### config.mk
export PLATFORM = sky130hd
export DESIGN_NAME = pipe_ctrl
export DESIGN_NICKNAME = d
export VERILOG_FILES = /design/src/lc3b_isa_pkg.sv /design/src/pipe_ctrl_pkg.sv /design/src/branch_resolver.sv /design/src/hazard_detection.sv /design/src/pc_unit.sv /design/src/pipe_ctrl.sv /design/src/stage_tracker.sv
export SDC_FILE = /design/constraint.sdc
export NUM_CORES = 1
export LEC_CHECK = 0
export BUFFER_PORTS_ARGS = -buffer_cell sky130_fd_sc_hd__buf_2
export CAP_MARGIN = 30
export CORE_ASPECT_RATIO = 0.5
export CORE_UTILIZATION = 39
export DETAILED_ROUTE_END_ITERATION = 10
export GPL_TIMING_DRIVEN = 0
export SETUP_SLACK_MARGIN = 0.3
export SLEW_MARGIN = 20
export SYNTH_ARGS = -nofsm -noshare
export SYNTH_HDL_FRONTEND = slang
export SYNTH_SLANG_ARGS = --single-unit
export TNS_END_PERCENT = 1
### constraint.sdc
create_clock -name i_clk -period 4.8 [get_ports i_clk]
set_input_delay 0.24 -clock i_clk [delete_from_list [all_inputs] [get_ports i_clk]]
set_output_delay 0.24 -clock i_clk [all_outputs]
set_load 0.02 [all_outputs]
### src/lc3b_isa_pkg.sv
package lc3b_isa_pkg;

    // byte-addressed 16-bit word for the PC and jump targets
    typedef logic [15:0] lc3b_word;

    // branch condition field of a br, or the condition code itself
    typedef logic [2:0] lc3b_nzp;

    // instruction bits [15:12]
    typedef enum logic [3:0] {
        op_br   = 4'b0000,
        op_add  = 4'b0001,
        op_ldb  = 4'b0010,
        op_stb  = 4'b0011,
        op_jsr  = 4'b0100,
        op_and  = 4'b0101,
        op_ldr  = 4'b0110,
        op_str  = 4'b0111,
        op_rti  = 4'b1000,
        op_not  = 4'b1001,
        op_ldi  = 4'b1010,
        op_sti  = 4'b1011,
        op_jmp  = 4'b1100,
        op_shf  = 4'b1101,
        op_lea  = 4'b1110,
        op_trap = 4'b1111
    } lc3b_opcode;

    // a br with nzp 000 never branches, so it doubles as the bubble

    // first fetch address out of reset
    localparam lc3b_word PC_RESET = 16'h0000;

    // instructions are two bytes wide
    localparam lc3b_word PC_STEP = 16'd2;

endpackage

### src/pipe_ctrl_pkg.sv
package pipe_ctrl_pkg;

    // progress of an ldi or sti through the MEM stage
    typedef enum logic [1:0] {
        MEM_IDLE,
        MEM_FIRST,
        MEM_GAP,
        MEM_SECOND
    } mem_phase_e;

    // tracked stages are ID, EX, MEM and WB
    localparam int NUM_STAGES = 4;

endpackage

### src/branch_resolver.sv
module branch_resolver (
    input  logic                     i_clk,
    input  logic                     i_arst_n,
    input  logic                     i_cc_write,
    input  lc3b_isa_pkg::lc3b_nzp    i_cc_value,
    input  lc3b_isa_pkg::lc3b_nzp    i_nzp_wb,
    input  lc3b_isa_pkg::lc3b_opcode i_op_wb,
    output logic                     o_br_enable
);
    import lc3b_isa_pkg::*;

    lc3b_nzp cc_q;

    // code written by the instruction leaving WB
    always_ff @(posedge i_clk or negedge i_arst_n) begin
        if (!i_arst_n) begin
            cc_q <= '0;
        end else if (i_cc_write) begin
            cc_q <= i_cc_value;
        end
    end

    // taken when any requested flag is set; a bubble has nzp 000
    assign o_br_enable = (i_op_wb == op_br) && ((i_nzp_wb & cc_q) != 3'b000);

endmodule

### src/hazard_detection.sv
module hazard_detection (
    input  logic                     i_br_enable,
    input  logic                     i_imem_resp,
    input  logic                     i_dmem_resp,
    input  logic                     i_dmem_read,
    input  logic                     i_dmem_write,
    input  logic                     i_mem_inter_read,
    input  logic                     i_mem_inter_write,
    input  lc3b_isa_pkg::lc3b_opcode i_op_id,
    input  lc3b_isa_pkg::lc3b_opcode i_op_ex,
    input  lc3b_isa_pkg::lc3b_opcode i_op_mem,
    input  lc3b_isa_pkg::lc3b_opcode i_op_mem_inter,
    input  lc3b_isa_pkg::lc3b_opcode i_op_wb,
    input  lc3b_isa_pkg::lc3b_nzp    i_nzp_id,
    input  lc3b_isa_pkg::lc3b_nzp    i_nzp_ex,
    input  lc3b_isa_pkg::lc3b_nzp    i_nzp_mem,
    input  lc3b_isa_pkg::lc3b_nzp    i_nzp_wb,
    output logic                     o_load,
    output logic                     o_load_pc,
    output logic                     o_control_ident_wb,
    output logic                     o_flush,
    output logic                     o_flush_mem_op,
    output logic                     o_imem_read
);
    import lc3b_isa_pkg::*;

    logic mem_op;
    logic br_pending;

    function automatic logic is_transfer(input lc3b_opcode op);
        return (op == op_jmp) || (op == op_jsr) || (op == op_trap);
    endfunction

    // a real branch, not a bubble
    function automatic logic is_cond_br(input lc3b_opcode op, input lc3b_nzp nzp);
        return (op == op_br) && (nzp != 3'b000);
    endfunction

    assign mem_op = i_dmem_read | i_dmem_write;

    // branches still ahead of WB, with WB itself not deciding one
    assign br_pending = (is_cond_br(i_op_id, i_nzp_id) || is_cond_br(i_op_ex, i_nzp_ex) ||
                         is_cond_br(i_op_mem, i_nzp_mem)) && !is_cond_br(i_op_wb, i_nzp_wb);

    // under predict not taken only unconditional transfers stop fetch
    always_comb begin
        o_imem_read        = 1'b1;
        o_control_ident_wb = 1'b0;
        if (is_transfer(i_op_id) || is_transfer(i_op_ex) || is_transfer(i_op_mem)) begin
            o_imem_read = 1'b0;
        end
        if (is_transfer(i_op_wb) || ((i_op_wb == op_br) && i_br_enable)) begin
            o_imem_read        = 1'b0;
            o_control_ident_wb = 1'b1;
        end
    end

    always_comb begin
        case ({i_imem_resp, i_dmem_resp, mem_op})
            // data access outstanding
            3'b001, 3'b101: begin
                o_load    = 1'b0;
                o_load_pc = 1'b0;
            end
            // no fetch, so the PC holds
            3'b000, 3'b011: begin
                o_load    = 1'b1;
                o_load_pc = 1'b0;
            end
            default: begin
                o_load    = 1'b1;
                o_load_pc = 1'b1;
            end
        endcase

        // ldi and sti hold MEM until their second access
        if ((i_op_mem == op_ldi) || (i_op_mem == op_sti)) begin
            o_load    = 1'b0;
            o_load_pc = 1'b0;
        end

        // release on the response to the second access
        if (((i_op_mem_inter == op_ldi) || (i_op_mem_inter == op_sti)) &&
            !i_mem_inter_read && !i_mem_inter_write && i_dmem_resp) begin
            o_load    = 1'b1;
            o_load_pc = i_imem_resp;
        end

        o_flush        = 1'b0;
        o_flush_mem_op = 1'b0;
        if ((i_op_wb == op_br) && i_br_enable) begin
            o_load_pc      = 1'b1;
            o_flush        = 1'b1;
            o_flush_mem_op = 1'b1;
        end else if (is_transfer(i_op_wb)) begin
            o_load_pc = 1'b1;
        end

        // fetch off means nothing to advance past, unless redirecting
        if (!o_imem_read && !o_control_ident_wb) begin
            o_load_pc = 1'b0;
        end

        if (!i_imem_resp && br_pending) begin
            o_load    = 1'b0;
            o_load_pc = 1'b0;
        end
    end

    // a flush always comes with a redirect of the PC
    a_flush_redirect: assert final (!o_flush || (o_control_ident_wb && o_load_pc))
        else $error("flush without a PC redirect");

endmodule

### src/pc_unit.sv
module pc_unit (
    input  logic                   i_clk,
    input  logic                   i_arst_n,
    input  logic                   i_load_pc,
    input  logic                   i_redirect,
    input  lc3b_isa_pkg::lc3b_word i_target,
    output lc3b_isa_pkg::lc3b_word o_pc
);
    import lc3b_isa_pkg::*;

    lc3b_word pc_q;

    // redirect wins over the sequential step
    always_ff @(posedge i_clk or negedge i_arst_n) begin
        if (!i_arst_n) begin
            pc_q <= PC_RESET;
        end else if (i_load_pc) begin
            if (i_redirect) begin
                pc_q <= i_target;
            end else begin
                pc_q <= pc_q + PC_STEP;
            end
        end
    end

    assign o_pc = pc_q;

    // targets come from outside and must be halfword aligned
    a_pc_even: assert property (@(posedge i_clk) disable iff (!i_arst_n)
        !pc_q[0])
        else $error("PC is odd");

endmodule

### src/pipe_ctrl.sv
module pipe_ctrl (
    input  logic                     i_clk,
    input  logic                     i_arst_n,
    input  logic                     i_imem_resp,
    input  lc3b_isa_pkg::lc3b_opcode i_fetch_opcode,
    input  lc3b_isa_pkg::lc3b_nzp    i_fetch_nzp,
    input  logic                     i_dmem_resp,
    input  logic                     i_cc_write,
    input  lc3b_isa_pkg::lc3b_nzp    i_cc_value,
    input  lc3b_isa_pkg::lc3b_word   i_target,
    output logic                     o_imem_read,
    output lc3b_isa_pkg::lc3b_word   o_imem_addr,
    output logic                     o_dmem_read,
    output logic                     o_dmem_write,
    output logic                     o_flush,
    output logic                     o_stall
);
    import lc3b_isa_pkg::*;

    lc3b_opcode op_id, op_ex, op_mem, op_mem_inter, op_wb;
    lc3b_nzp    nzp_id, nzp_ex, nzp_mem, nzp_wb;
    logic       mem_inter_read, mem_inter_write;
    logic       br_enable, load, load_pc, control_ident_wb, flush_mem_op;
    logic       fetch_valid;

    // a response only counts while a fetch is requested
    assign fetch_valid = i_imem_resp & o_imem_read;
    assign o_stall     = ~load;

    stage_tracker u_stage_tracker (
        .i_clk(i_clk), .i_arst_n(i_arst_n),
        .i_load(load), .i_flush(flush_mem_op), .i_fetch_valid(fetch_valid),
        .i_fetch_opcode(i_fetch_opcode), .i_fetch_nzp(i_fetch_nzp),
        .i_dmem_resp(i_dmem_resp),
        .o_op_id(op_id), .o_op_ex(op_ex), .o_op_mem(op_mem),
        .o_op_mem_inter(op_mem_inter), .o_op_wb(op_wb),
        .o_nzp_id(nzp_id), .o_nzp_ex(nzp_ex), .o_nzp_mem(nzp_mem), .o_nzp_wb(nzp_wb),
        .o_dmem_read(o_dmem_read), .o_dmem_write(o_dmem_write),
        .o_mem_inter_read(mem_inter_read), .o_mem_inter_write(mem_inter_write)
    );

    branch_resolver u_branch_resolver (
        .i_clk(i_clk), .i_arst_n(i_arst_n),
        .i_cc_write(i_cc_write), .i_cc_value(i_cc_value),
        .i_nzp_wb(nzp_wb), .i_op_wb(op_wb),
        .o_br_enable(br_enable)
    );

    hazard_detection u_hazard_detection (
        .i_br_enable(br_enable), .i_imem_resp(fetch_valid), .i_dmem_resp(i_dmem_resp),
        .i_dmem_read(o_dmem_read), .i_dmem_write(o_dmem_write),
        .i_mem_inter_read(mem_inter_read), .i_mem_inter_write(mem_inter_write),
        .i_op_id(op_id), .i_op_ex(op_ex), .i_op_mem(op_mem),
        .i_op_mem_inter(op_mem_inter), .i_op_wb(op_wb),
        .i_nzp_id(nzp_id), .i_nzp_ex(nzp_ex), .i_nzp_mem(nzp_mem), .i_nzp_wb(nzp_wb),
        .o_load(load), .o_load_pc(load_pc), .o_control_ident_wb(control_ident_wb),
        .o_flush(o_flush), .o_flush_mem_op(flush_mem_op), .o_imem_read(o_imem_read)
    );

    pc_unit u_pc_unit (
        .i_clk(i_clk), .i_arst_n(i_arst_n),
        .i_load_pc(load_pc), .i_redirect(control_ident_wb), .i_target(i_target),
        .o_pc(o_imem_addr)
    );

endmodule

### src/stage_tracker.sv
module stage_tracker (
    input  logic                    i_clk,
    input  logic                    i_arst_n,
    input  logic                    i_load,
    input  logic                    i_flush,
    input  logic                    i_fetch_valid,
    input  lc3b_isa_pkg::lc3b_opcode i_fetch_opcode,
    input  lc3b_isa_pkg::lc3b_nzp    i_fetch_nzp,
    input  logic                    i_dmem_resp,
    output lc3b_isa_pkg::lc3b_opcode o_op_id,
    output lc3b_isa_pkg::lc3b_opcode o_op_ex,
    output lc3b_isa_pkg::lc3b_opcode o_op_mem,
    output lc3b_isa_pkg::lc3b_opcode o_op_mem_inter,
    output lc3b_isa_pkg::lc3b_opcode o_op_wb,
    output lc3b_isa_pkg::lc3b_nzp    o_nzp_id,
    output lc3b_isa_pkg::lc3b_nzp    o_nzp_ex,
    output lc3b_isa_pkg::lc3b_nzp    o_nzp_mem,
    output lc3b_isa_pkg::lc3b_nzp    o_nzp_wb,
    output logic                    o_dmem_read,
    output logic                    o_dmem_write,
    output logic                    o_mem_inter_read,
    output logic                    o_mem_inter_write
);
    import lc3b_isa_pkg::*;
    import pipe_ctrl_pkg::*;

    // index 0 is ID, 3 is WB
    lc3b_opcode op_q [NUM_STAGES];
    lc3b_nzp    nzp_q [NUM_STAGES];

    mem_phase_e phase_q;
    mem_phase_e phase_d;
    logic       access;

    function automatic logic is_indirect(input lc3b_opcode op);
        return (op == op_ldi) || (op == op_sti);
    endfunction

    function automatic logic is_read(input lc3b_opcode op);
        return (op == op_ldr) || (op == op_ldb) || (op == op_ldi);
    endfunction

    function automatic logic is_write(input lc3b_opcode op);
        return (op == op_str) || (op == op_stb) || (op == op_sti);
    endfunction

    // flush squashes everything younger than the branch leaving WB
    always_ff @(posedge i_clk or negedge i_arst_n) begin
        if (!i_arst_n) begin
            for (int s = 0; s < NUM_STAGES; s++) begin
                op_q[s]  <= op_br;
                nzp_q[s] <= '0;
            end
        end else if (i_flush) begin
            for (int s = 0; s < NUM_STAGES; s++) begin
                op_q[s]  <= op_br;
                nzp_q[s] <= '0;
            end
        end else if (i_load) begin
            // no fetch this cycle means a bubble enters ID
            op_q[0]  <= i_fetch_valid ? i_fetch_opcode : op_br;
            nzp_q[0] <= i_fetch_valid ? i_fetch_nzp : '0;
            for (int s = 1; s < NUM_STAGES; s++) begin
                op_q[s]  <= op_q[s-1];
                nzp_q[s] <= nzp_q[s-1];
            end
        end
    end

    always_comb begin
        phase_d = phase_q;
        case (phase_q)
            MEM_FIRST: begin
                if (i_dmem_resp) begin
                    phase_d = MEM_GAP;
                end
            end
            // one idle cycle between the pointer read and the data access
            MEM_GAP: phase_d = MEM_SECOND;
            default: ;
        endcase
        // a shift brings a new op into MEM
        if (i_load) begin
            phase_d = is_indirect(op_q[1]) ? MEM_FIRST : MEM_IDLE;
        end
        if (i_flush) begin
            phase_d = MEM_IDLE;
        end
    end

    always_ff @(posedge i_clk or negedge i_arst_n) begin
        if (!i_arst_n) begin
            phase_q <= MEM_IDLE;
        end else begin
            phase_q <= phase_d;
        end
    end

    // plain loads and stores access in IDLE, indirect ones in FIRST and SECOND
    assign access = !i_flush && ((phase_q == MEM_FIRST) || (phase_q == MEM_SECOND) ||
                    ((phase_q == MEM_IDLE) && !is_indirect(op_q[2])));

    assign o_dmem_read       = access && is_read(op_q[2]);
    assign o_dmem_write      = access && is_write(op_q[2]);
    assign o_mem_inter_read  = (phase_q == MEM_FIRST) && is_read(op_q[2]);
    assign o_mem_inter_write = (phase_q == MEM_FIRST) && is_write(op_q[2]);

    // visible only once the first access is done
    assign o_op_mem_inter = ((phase_q == MEM_GAP) || (phase_q == MEM_SECOND)) ? op_q[2] : op_br;

    assign o_op_id  = op_q[0];
    assign o_op_ex  = op_q[1];
    assign o_op_mem = op_q[2];
    assign o_op_wb  = op_q[3];
    assign o_nzp_id  = nzp_q[0];
    assign o_nzp_ex  = nzp_q[1];
    assign o_nzp_mem = nzp_q[2];
    assign o_nzp_wb  = nzp_q[3];

    a_rw_excl: assert property (@(posedge i_clk) disable iff (!i_arst_n)
        !(o_dmem_read && o_dmem_write))
        else $error("data memory read and write both high");

endmodule
==> results of run 1 <==
[sequential cells by signal (all words and copies together), names as in the netlist]
name,flops
u_pc_unit.o_pc,16
u_stage_tracker.o_op_ex,4
u_stage_tracker.o_op_id,4
u_stage_tracker.o_op_mem,4
u_stage_tracker.o_op_wb,4
u_branch_resolver.cc_q,3
u_stage_tracker.o_nzp_ex,3
u_stage_tracker.o_nzp_id,3
u_stage_tracker.o_nzp_mem,3
u_stage_tracker.o_nzp_wb,3
u_stage_tracker.phase_q,2
[area by class of cell]
class                           instances  area share
Buffer                                 16      0.0301
Clock inverter                          1     0.00902
Clock buffer                            7      0.0428
Tap cell                               92      0.0346
Inverter                                7     0.00864
Multi-Input combinational cell        241       0.421
Timing Repair Buffer                   53      0.0857
Sequential cell                        49       0.368
[worst max-delay path, delay by kind of cell, from the launching register on]
| family | cells | cell delay (ps) |
|---|---|---|
| buffers and inverters | 4 | 530 |
| DFF | 1 | 400 |
| AOI/OAI and AO/OA | 4 | 1840 |
[per-stage QoR]
step / instances / area, µm² / setup WS, ps
floorplan: 313 / 2760 / 2520
global placement: 456 / 3130 / 1870
detailed placement: 457 / 3150 / 1850
CTS: 466 / 3330 / 1510
global route: 466 / 3330 / 1370
finish: 466 / 3330 / 1490
[cells by family after synthesis]
group                      after synthesis
and+or+nand+nor                        154
AOI/OAI and AO/OA                       81
DFF                                     49
buffers and inverters                   23
muxes                                    5
adders and majority gates                1
[routing by layer]
layer	wire length, µm	share of wire	track usage	vias to the layer above
met3	424	0.056	0.0398	7
met1	3750	0.50	0.305	1249
met2	3320	0.44	0.347	77
li1	-	-	-	1276
met5	0	0	0	-
met4	55	0.0073	0.0476	0
[worst paths after layout]
check	from	end	slack, ps
worst min-delay path	i_target[0]	u_pc_unit.o_pc[0]	130
worst max register to register	u_stage_tracker.o_nzp_wb[0]	u_stage_tracker.o_op_ex[2]	1900
min in group asynchronous	i_arst_n	u_branch_resolver.cc_q[1]	500
max in group asynchronous	i_arst_n	u_pc_unit.o_pc[3]	3740
worst max-delay path	u_stage_tracker.o_nzp_wb[0]	o_stall	1490
worst min register to register	u_pc_unit.o_pc[0]	u_pc_unit.o_pc[0]	480
[cell usage after synthesis (6+ instances only)]
master / count
dfrtp_1: 49
a21oi_1: 29
nor3_1: 8
and3_1: 6
inv_1: 6
clkbuf_1: 8
nand3_1: 20
o221ai_1: 6
nand4_1: 7
nand2_1: 67
o21ai_0: 8
nor2_1: 21
[what timing repair did]
action,in CTS,in global routing
hold buffers,1,0
hold endpoints to repair,25,0
endpoints found under the setup margin,0,0
==> impl_metrics.env, run 1 <==
export IMPL_ys_seq_elements=49
export IMPL_cp_cell_sequence="a222oi_1 -> o211ai_2 -> a2111oi_4 -> o21a_1 -> buf_6 -> inv_4 -> buf_6 -> buf_2"
export IMPL_synthCells=313
export IMPL_firstDrtPassIters=4
export IMPL_ys_types=56
export IMPL_via_per_inst=5.60
export IMPL_ys_async_sr_fraction=1.00
export IMPL_worstRegToRegCells=9
export IMPL_yosysTopAreaCellShare=0.445
export IMPL_rows=21
export IMPL_dieArea_um2=7430
export IMPL_finalCriticalPeriod_ps=3310
export IMPL_layout_commonest_cell="nand2_1"
export IMPL_cts_htree_levels=2
export IMPL_slew_headroom=0.435
export IMPL_antenna_left=0
export IMPL_drt_initial_drc_count=136
export IMPL_cts_num_sinks=49
export IMPL_critPathKind="reg2out"
export IMPL_crit_path_max_fanout=10
export IMPL_grt_pass1_vias=2382
export IMPL_syn_to_final_growth_pct=20.8
export IMPL_synth_compound_area_frac=0.216
export IMPL_worstSkewPairLatency_ps=290
export IMPL_syn_num_nets=345
export IMPL_yosysSeqAreaShare=0.445
export IMPL_synth_xor_area_frac=0
export IMPL_post_drt_wl_per_cell_um=16.2
export IMPL_grt_use_total=0.215
export IMPL_fp_dieH_um=61.5
export IMPL_seq_area_um2=1230
export IMPL_finish_net_count=405
export IMPL_layout_drive_gt1_share=0.219
export IMPL_cp_data_arrival_time_ps=3070
export IMPL_synth_edf_count=0
export IMPL_hp_class="in2reg"
export IMPL_cts_buffers=5
export IMPL_fill_cells=659
export IMPL_ctsResizeCount=0
export IMPL_synth_top_family_by_area="simple AND/OR/NAND/NOR gates"
export IMPL_grt_pass1_wl_mm=12.1
export IMPL_hold_path_depth=3
export IMPL_synth_area_per_cell_um2=8.81
export IMPL_ios=52
export IMPL_core_area_um2=6750
export IMPL_wl_mm=7.55
export IMPL_antenna_cells=0
export IMPL_critPathRequiredTime_ps=4560
export IMPL_holdWs_ps=133
export IMPL_synthSimpleGateAreaFrac=0.269
export IMPL_multi_input_area_um2=1400
export IMPL_synthesis_area_um2=2760
export IMPL_fin_worst_skew_ps=6.00
export IMPL_drv_cap=0
export IMPL_gp_congestion=0.833
export IMPL_drc_errors=0
export IMPL_slew_violations=0
export IMPL_cpPeakStageDelay_ps=780
export IMPL_synth_area_leaders="dfrtp_1 (44%), nand2_1 (9.1%), a21oi_1 (5.3%), nand3_1 (3.6%), nor2_1 (2.9%)"
export IMPL_cpMostUsedCell="buf_6"
export IMPL_status="complete, no violations"
export IMPL_maxClockFrequency_ghz=0.302
export IMPL_cts_root_buf="clkbuf_16"
export IMPL_die_w_um=121
export IMPL_rsz0062_at_grt="false"
export IMPL_port_buffers=51
export IMPL_yosysWarnings=0
export IMPL_clk_path_buf_depth=2
export IMPL_cts_tree="yes"
export IMPL_via_count=2609
export IMPL_post_cts_buffers=0
export IMPL_synthAdderAreaFrac=0.00454
export IMPL_worst_slew_pin_slew_ps=848
export IMPL_hold_viol_final=0
export IMPL_slowest_stage="a222oi_1"
export IMPL_grt_overflow=0
export IMPL_final_util=0.493
export IMPL_final_cell_mix="nand2_1 (67), buf_2 (53), dfrtp_1 (49)"
export IMPL_hpwl_mm=5.41
export IMPL_synthFlopType="dfrtp_1"
export IMPL_cp_end_kind="primary output"
export IMPL_finalSetupViolations=0
export IMPL_synthMuxAreaShare=0.0195
export IMPL_fin_tns_setup_ps=0
export IMPL_yosys_area_top_type="dfrtp_1"
export IMPL_period_share=0.690
export IMPL_antenna_found_initial=0
export IMPL_start_util=0.408
export IMPL_start_kind="flop"
export IMPL_clk_pin_slew_worst_paths_ps=70
export IMPL_grt_max_degree=27
Power of run 1 is left out: the tool's default activity adds up to more than one toggle a clock period on the data nets, which glitch-free logic cannot reach.
==> run 2, diff against run 1 <==
==> constraint.sdc (replaced) <==
create_clock -name i_clk -period 3 [get_ports i_clk]
set_input_delay 0.15 -clock i_clk [delete_from_list [all_inputs] [get_ports i_clk]]
set_output_delay 0.15 -clock i_clk [all_outputs]
set_load 0.02 [all_outputs]
==> run 2 against run 1 <==
Net effect: wire length rose by 1.9%; first-iteration DRC count is 7.4% higher; final area increased by 2.6%; count of clock-buffer cells in the layout stayed put; non-clock buffer count grew 7; hold slack got worse by 89 ps; global-route usage up 0.10 points; clock skew about the same; worst setup slack got worse by 1200 ps; critical path depth unchanged.
==> impl_metrics.env, run 2 (synthesis gave the netlist of run 1 again) <==
export IMPL_worst_slew_pin_slew_ps=655
export IMPL_wl_mm=7.69
export IMPL_start_kind="flop"
export IMPL_grt_use_total=0.216
export IMPL_via_per_inst=5.55
export IMPL_crit_path_max_fanout=10
export IMPL_final_cell_mix="nand2_1 (67), buf_2 (53), dfrtp_1 (49)"
export IMPL_layout_drive_gt1_share=0.247
export IMPL_firstDrtPassIters=4
export IMPL_slew_headroom=0.564
export IMPL_fin_worst_skew_ps=5.68
export IMPL_cp_data_arrival_time_ps=2510
export IMPL_dieArea_um2=7430
export IMPL_fin_tns_setup_ps=0
export IMPL_cts_htree_levels=2
export IMPL_cp_end_kind="primary output"
export IMPL_drc_errors=0
export IMPL_via_count=2625
export IMPL_grt_max_degree=27
export IMPL_multi_input_area_um2=1430
export IMPL_die_w_um=121
export IMPL_dp_cells=457
export IMPL_clk_path_buf_depth=2
export IMPL_grt_pass1_wl_mm=12.2
export IMPL_antenna_cells=0
export IMPL_cts_tree="yes"
export IMPL_ios=52
export IMPL_rows=21
export IMPL_core_area_um2=6750
export IMPL_seq_area_um2=1230
export IMPL_hpwl_mm=5.41
export IMPL_critPathKind="reg2out"
export IMPL_grt_pass1_vias=2400
export IMPL_layout_commonest_cell="nand2_1"
export IMPL_drv_cap=0
export IMPL_antenna_found_initial=0
export IMPL_grt_overflow=0
export IMPL_cts_num_sinks=49
export IMPL_cts_root_buf="clkbuf_16"
export IMPL_critPathRequiredTime_ps=2850
export IMPL_slew_violations=0
export IMPL_port_buffers=51
export IMPL_finalSetupViolations=0
export IMPL_worstSkewPairLatency_ps=290
export IMPL_status="complete, no violations"
export IMPL_start_util=0.408
export IMPL_largest_reg_flops=16
export IMPL_clk_pin_slew_worst_paths_ps=70
export IMPL_holdWs_ps=44.4
export IMPL_gp_congestion=0.833
export IMPL_hold_viol_final=0
export IMPL_cts_buffers=5
export IMPL_post_drt_wl_per_cell_um=16.3
export IMPL_rsz0062_at_grt="true"
export IMPL_syn_to_final_growth_pct=24.0
export IMPL_antenna_left=0
export IMPL_finalCriticalPeriod_ps=2660
export IMPL_final_util=0.506
export IMPL_fill_cells=649
export IMPL_fin_cells=473
export IMPL_hp_class="in2reg"
export IMPL_fp_dieH_um=61.5
export IMPL_finish_net_count=412
export IMPL_drt_initial_drc_count=146
export IMPL_period_share=0.888
export IMPL_maxClockFrequency_ghz=0.375
-- run 2: path summary, 6_finish.rpt --
kind                                            start                      endpoint  slack, ps  cells after the start
max in group asynchronous                    i_arst_n  u_stage_tracker.o_nzp_mem[1]       2010                      3
setup reg to reg           u_stage_tracker.o_op_wb[1]             u_pc_unit.o_pc[1]        550                      7
setup / recovery           u_stage_tracker.o_op_wb[1]                       o_stall        340                      8
hold / removal                            i_target[0]             u_pc_unit.o_pc[0]         40                      3
min in group asynchronous                    i_arst_n     u_branch_resolver.cc_q[1]        420                      2
hold reg to reg                     u_pc_unit.o_pc[0]             u_pc_unit.o_pc[0]        470                      2
-- run 2: per-stage QoR --
stage | cell area (µm²) | worst slack, ps
after floorplan | 2760 | 724
after global placement | 3130 | 162
after detailed placement | 3150 | 144
after CTS | 3350 | 212
after global routing | 3420 | 239
final | 3420 | 337
-- run 2: metal layers --
| metal | wire, µm | vias up | part of all wire | GRT usage |
|---|---|---|---|---|
| met1 | 3860 | 1269 | 0.50 | 0.305 |
| met3 | 304 | 7 | 0.040 | 0.0398 |
| met2 | 3470 | 61 | 0.45 | 0.350 |
| met4 | 56 | 0 | 0.0073 | 0.0476 |
| li1 | - | 1288 | - | - |
| met5 | 0 | - | 0 | 0 |
-- run 2: critical path, stage by stage (launching register included) --
cell      delay, ps
dfrtp_1         420
or4_4           610
o221ai_4        270
a21bo_2         240
o21a_1          150
buf_6           150
inv_4            80
buf_6           150
buf_2           150
-- run 2: area by class of cell --
| type | count | share of cell area |
|---|---|---|
| sequential | 49 | 0.359 |
| tap | 92 | 0.0337 |
| buffer | 16 | 0.0304 |
| timing repair buffer | 60 | 0.0988 |
| inverter | 7 | 0.00842 |
| clock inverter | 1 | 0.00878 |
| multi-input combinational | 241 | 0.419 |
| clock buffer | 7 | 0.0417 |
-- run 2: repair_timing --
item,CTS,global route
setup buffers,2,5
gates resized for setup,2,7
endpoints found under the hold margin,25,0
setup endpoints to repair,43,6
hold buffers,1,0
pin swaps,2,2
Power of run 2 is left out for the same reason.
==> run 3, diff against run 2 <==
--- a/config.mk
+++ b/config.mk
@@ -12,6 +12,7 @@
 export DETAILED_ROUTE_END_ITERATION = 10
 export GPL_TIMING_DRIVEN = 0
 export SETUP_SLACK_MARGIN = 0.3
+export SKIP_CTS_REPAIR_TIMING = 1
 export SLEW_MARGIN = 20
 export SYNTH_ARGS = -nofsm -noshare
 export SYNTH_HDL_FRONTEND = slang
==> constraint.sdc (replaced) <==
create_clock -name i_clk -period 3 [get_ports i_clk]
set_input_delay 0.15 -clock i_clk [delete_from_list [all_inputs] [get_ports i_clk]]
set_output_delay 0.15 -clock i_clk [all_outputs]
set_load 0.05 [all_outputs]
==> run 3 against run 2 <==
Net effect: count of clock-buffer cells in the layout stayed put; via count fell by 0.65%; fmax increased by 0.19%; die area is the same; sequential share of layout area rose by 0.12 points; critical path type unchanged; flip-flop and latch count unchanged.
==> impl_metrics.env, run 3 (synthesis gave the netlist of run 1 again) <==
export IMPL_min_from="i_target[0]"
export IMPL_cp_end_kind="primary output"
export IMPL_rows=21
export IMPL_wl_mm=7.69
export IMPL_fp_dieH_um=61.5
export IMPL_fin_area_um2=3410
export IMPL_drt_initial_drc_count=148
export IMPL_regToRegSetupSlack_ps=540
export IMPL_cts_htree_levels=2
export IMPL_holdWs_ps=44.3
export IMPL_slew_violations=0
export IMPL_critPathRequiredTime_ps=2850
export IMPL_syn_to_final_growth_pct=23.5
export IMPL_period_share=0.886
export IMPL_grt_overflow=0
export IMPL_final_util=0.505
export IMPL_dieArea_um2=7430
export IMPL_hp_class="in2reg"
export IMPL_worstRegToRegCells=7
export IMPL_finish_net_count=409
export IMPL_clk_pin_slew_worst_paths_ps=70
export IMPL_antenna_found_initial=0
export IMPL_clk_path_buf_depth=2
export IMPL_timing_rr_end="u_pc_unit.o_pc[1]"
export IMPL_cts_root_buf="clkbuf_16"
export IMPL_drc_errors=0
export IMPL_start_util=0.408
export IMPL_via_per_inst=5.55
export IMPL_hold_path_depth=3
export IMPL_ios=52
export IMPL_post_drt_wl_per_cell_um=16.4
export IMPL_grt_pass1_vias=2382
export IMPL_slew_headroom=0.562
export IMPL_dpl_instance_area_um2=3150
export IMPL_antenna_left=0
export IMPL_crit_path_max_fanout=10
export IMPL_gp_congestion=0.833
export IMPL_worstSkewPairLatency_ps=290
export IMPL_reg2reg_from="u_stage_tracker.o_op_wb[1]"
export IMPL_finalCriticalPeriod_ps=2660
export IMPL_grt_use_total=0.215
export IMPL_grt_max_degree=27
export IMPL_port_buffers=51
export IMPL_final_cell_mix="nand2_1 (67), buf_2 (51), dfrtp_1 (49)"
export IMPL_layout_drive_gt1_share=0.241
export IMPL_antenna_cells=0
export IMPL_hold_viol_final=0
export IMPL_cp_data_arrival_time_ps=2510
export IMPL_worstHoldEndpoint="u_pc_unit.o_pc[0]"
export IMPL_core_area_um2=6750
export IMPL_status="complete, no violations"
export IMPL_finalSetupViolations=0
export IMPL_fin_tns_setup_ps=0
export IMPL_cts_num_sinks=49
export IMPL_start_kind="flop"
export IMPL_hpwl_mm=5.41
export IMPL_firstDrtPassIters=4
export IMPL_die_w_um=121
export IMPL_cts_buffers=5
export IMPL_drv_cap=0
export IMPL_via_count=2608
export IMPL_largest_reg_flops=16
export IMPL_maxClockFrequency_ghz=0.376
export IMPL_critPathKind="reg2out"
export IMPL_cts_tree="yes"
export IMPL_worst_slew_pin_slew_ps=657
export IMPL_grt_pass1_wl_mm=12.1
export IMPL_rsz0062_at_grt="true"
export IMPL_fin_worst_skew_ps=5.01
export IMPL_layout_commonest_cell="nand2_1"
run 3: worst max-delay path: stages (launching register included):
cell,delay (ps)
dfrtp_1,420
or4_4,610
o221ai_4,270
a21bo_2,230
o21a_1,150
buf_6,150
inv_4,80
buf_6,150
buf_6,150
run 3: how the worst max path moves through the flow:
stage / from / to / slack, ps / depth (start not counted)
final: u_stage_tracker.o_op_wb[1] / o_stall / 340 / 8
after global routing: u_stage_tracker.o_op_id[1] / o_stall / 210 / 8
after CTS: u_stage_tracker.o_nzp_wb[0] / o_stall / -250 / 8
after detailed placement: u_stage_tracker.o_nzp_wb[0] / o_stall / 90 / 8
after global placement: u_stage_tracker.o_nzp_wb[0] / o_stall / 110 / 8
after floorplan: u_stage_tracker.o_op_wb[1] / u_stage_tracker.o_nzp_ex[0] / 630 / 6
run 3: final cells by class:
cell class | count | area [µm²]
inverter | 7 | 28.8
tap | 92 | 115
fill | 654 | 3350
multi-input combinational | 241 | 1430
timing repair buffer | 57 | 324
sequential | 49 | 1230
buffer | 16 | 106
clock inverter | 1 | 30.0
clock buffer | 7 | 143
run 3: metal layers:
layer / up-vias / global-route usage / wire [µm]
met5: - / 0 / 0
met4: 0 / 0.0476 / 57
met3: 7 / 0.0398 / 414
met2: 73 / 0.347 / 3480
met1: 1246 / 0.305 / 3740
li1: 1282 / - / -
run 3: through the flow:
stage	worst slack, ps	std cells
finish	342	470
CTS	-251	465
detailed placement	90.8	457
floorplan	629	313
global placement	109	456
global route	212	470
Power of run 3 is left out for the same reason.
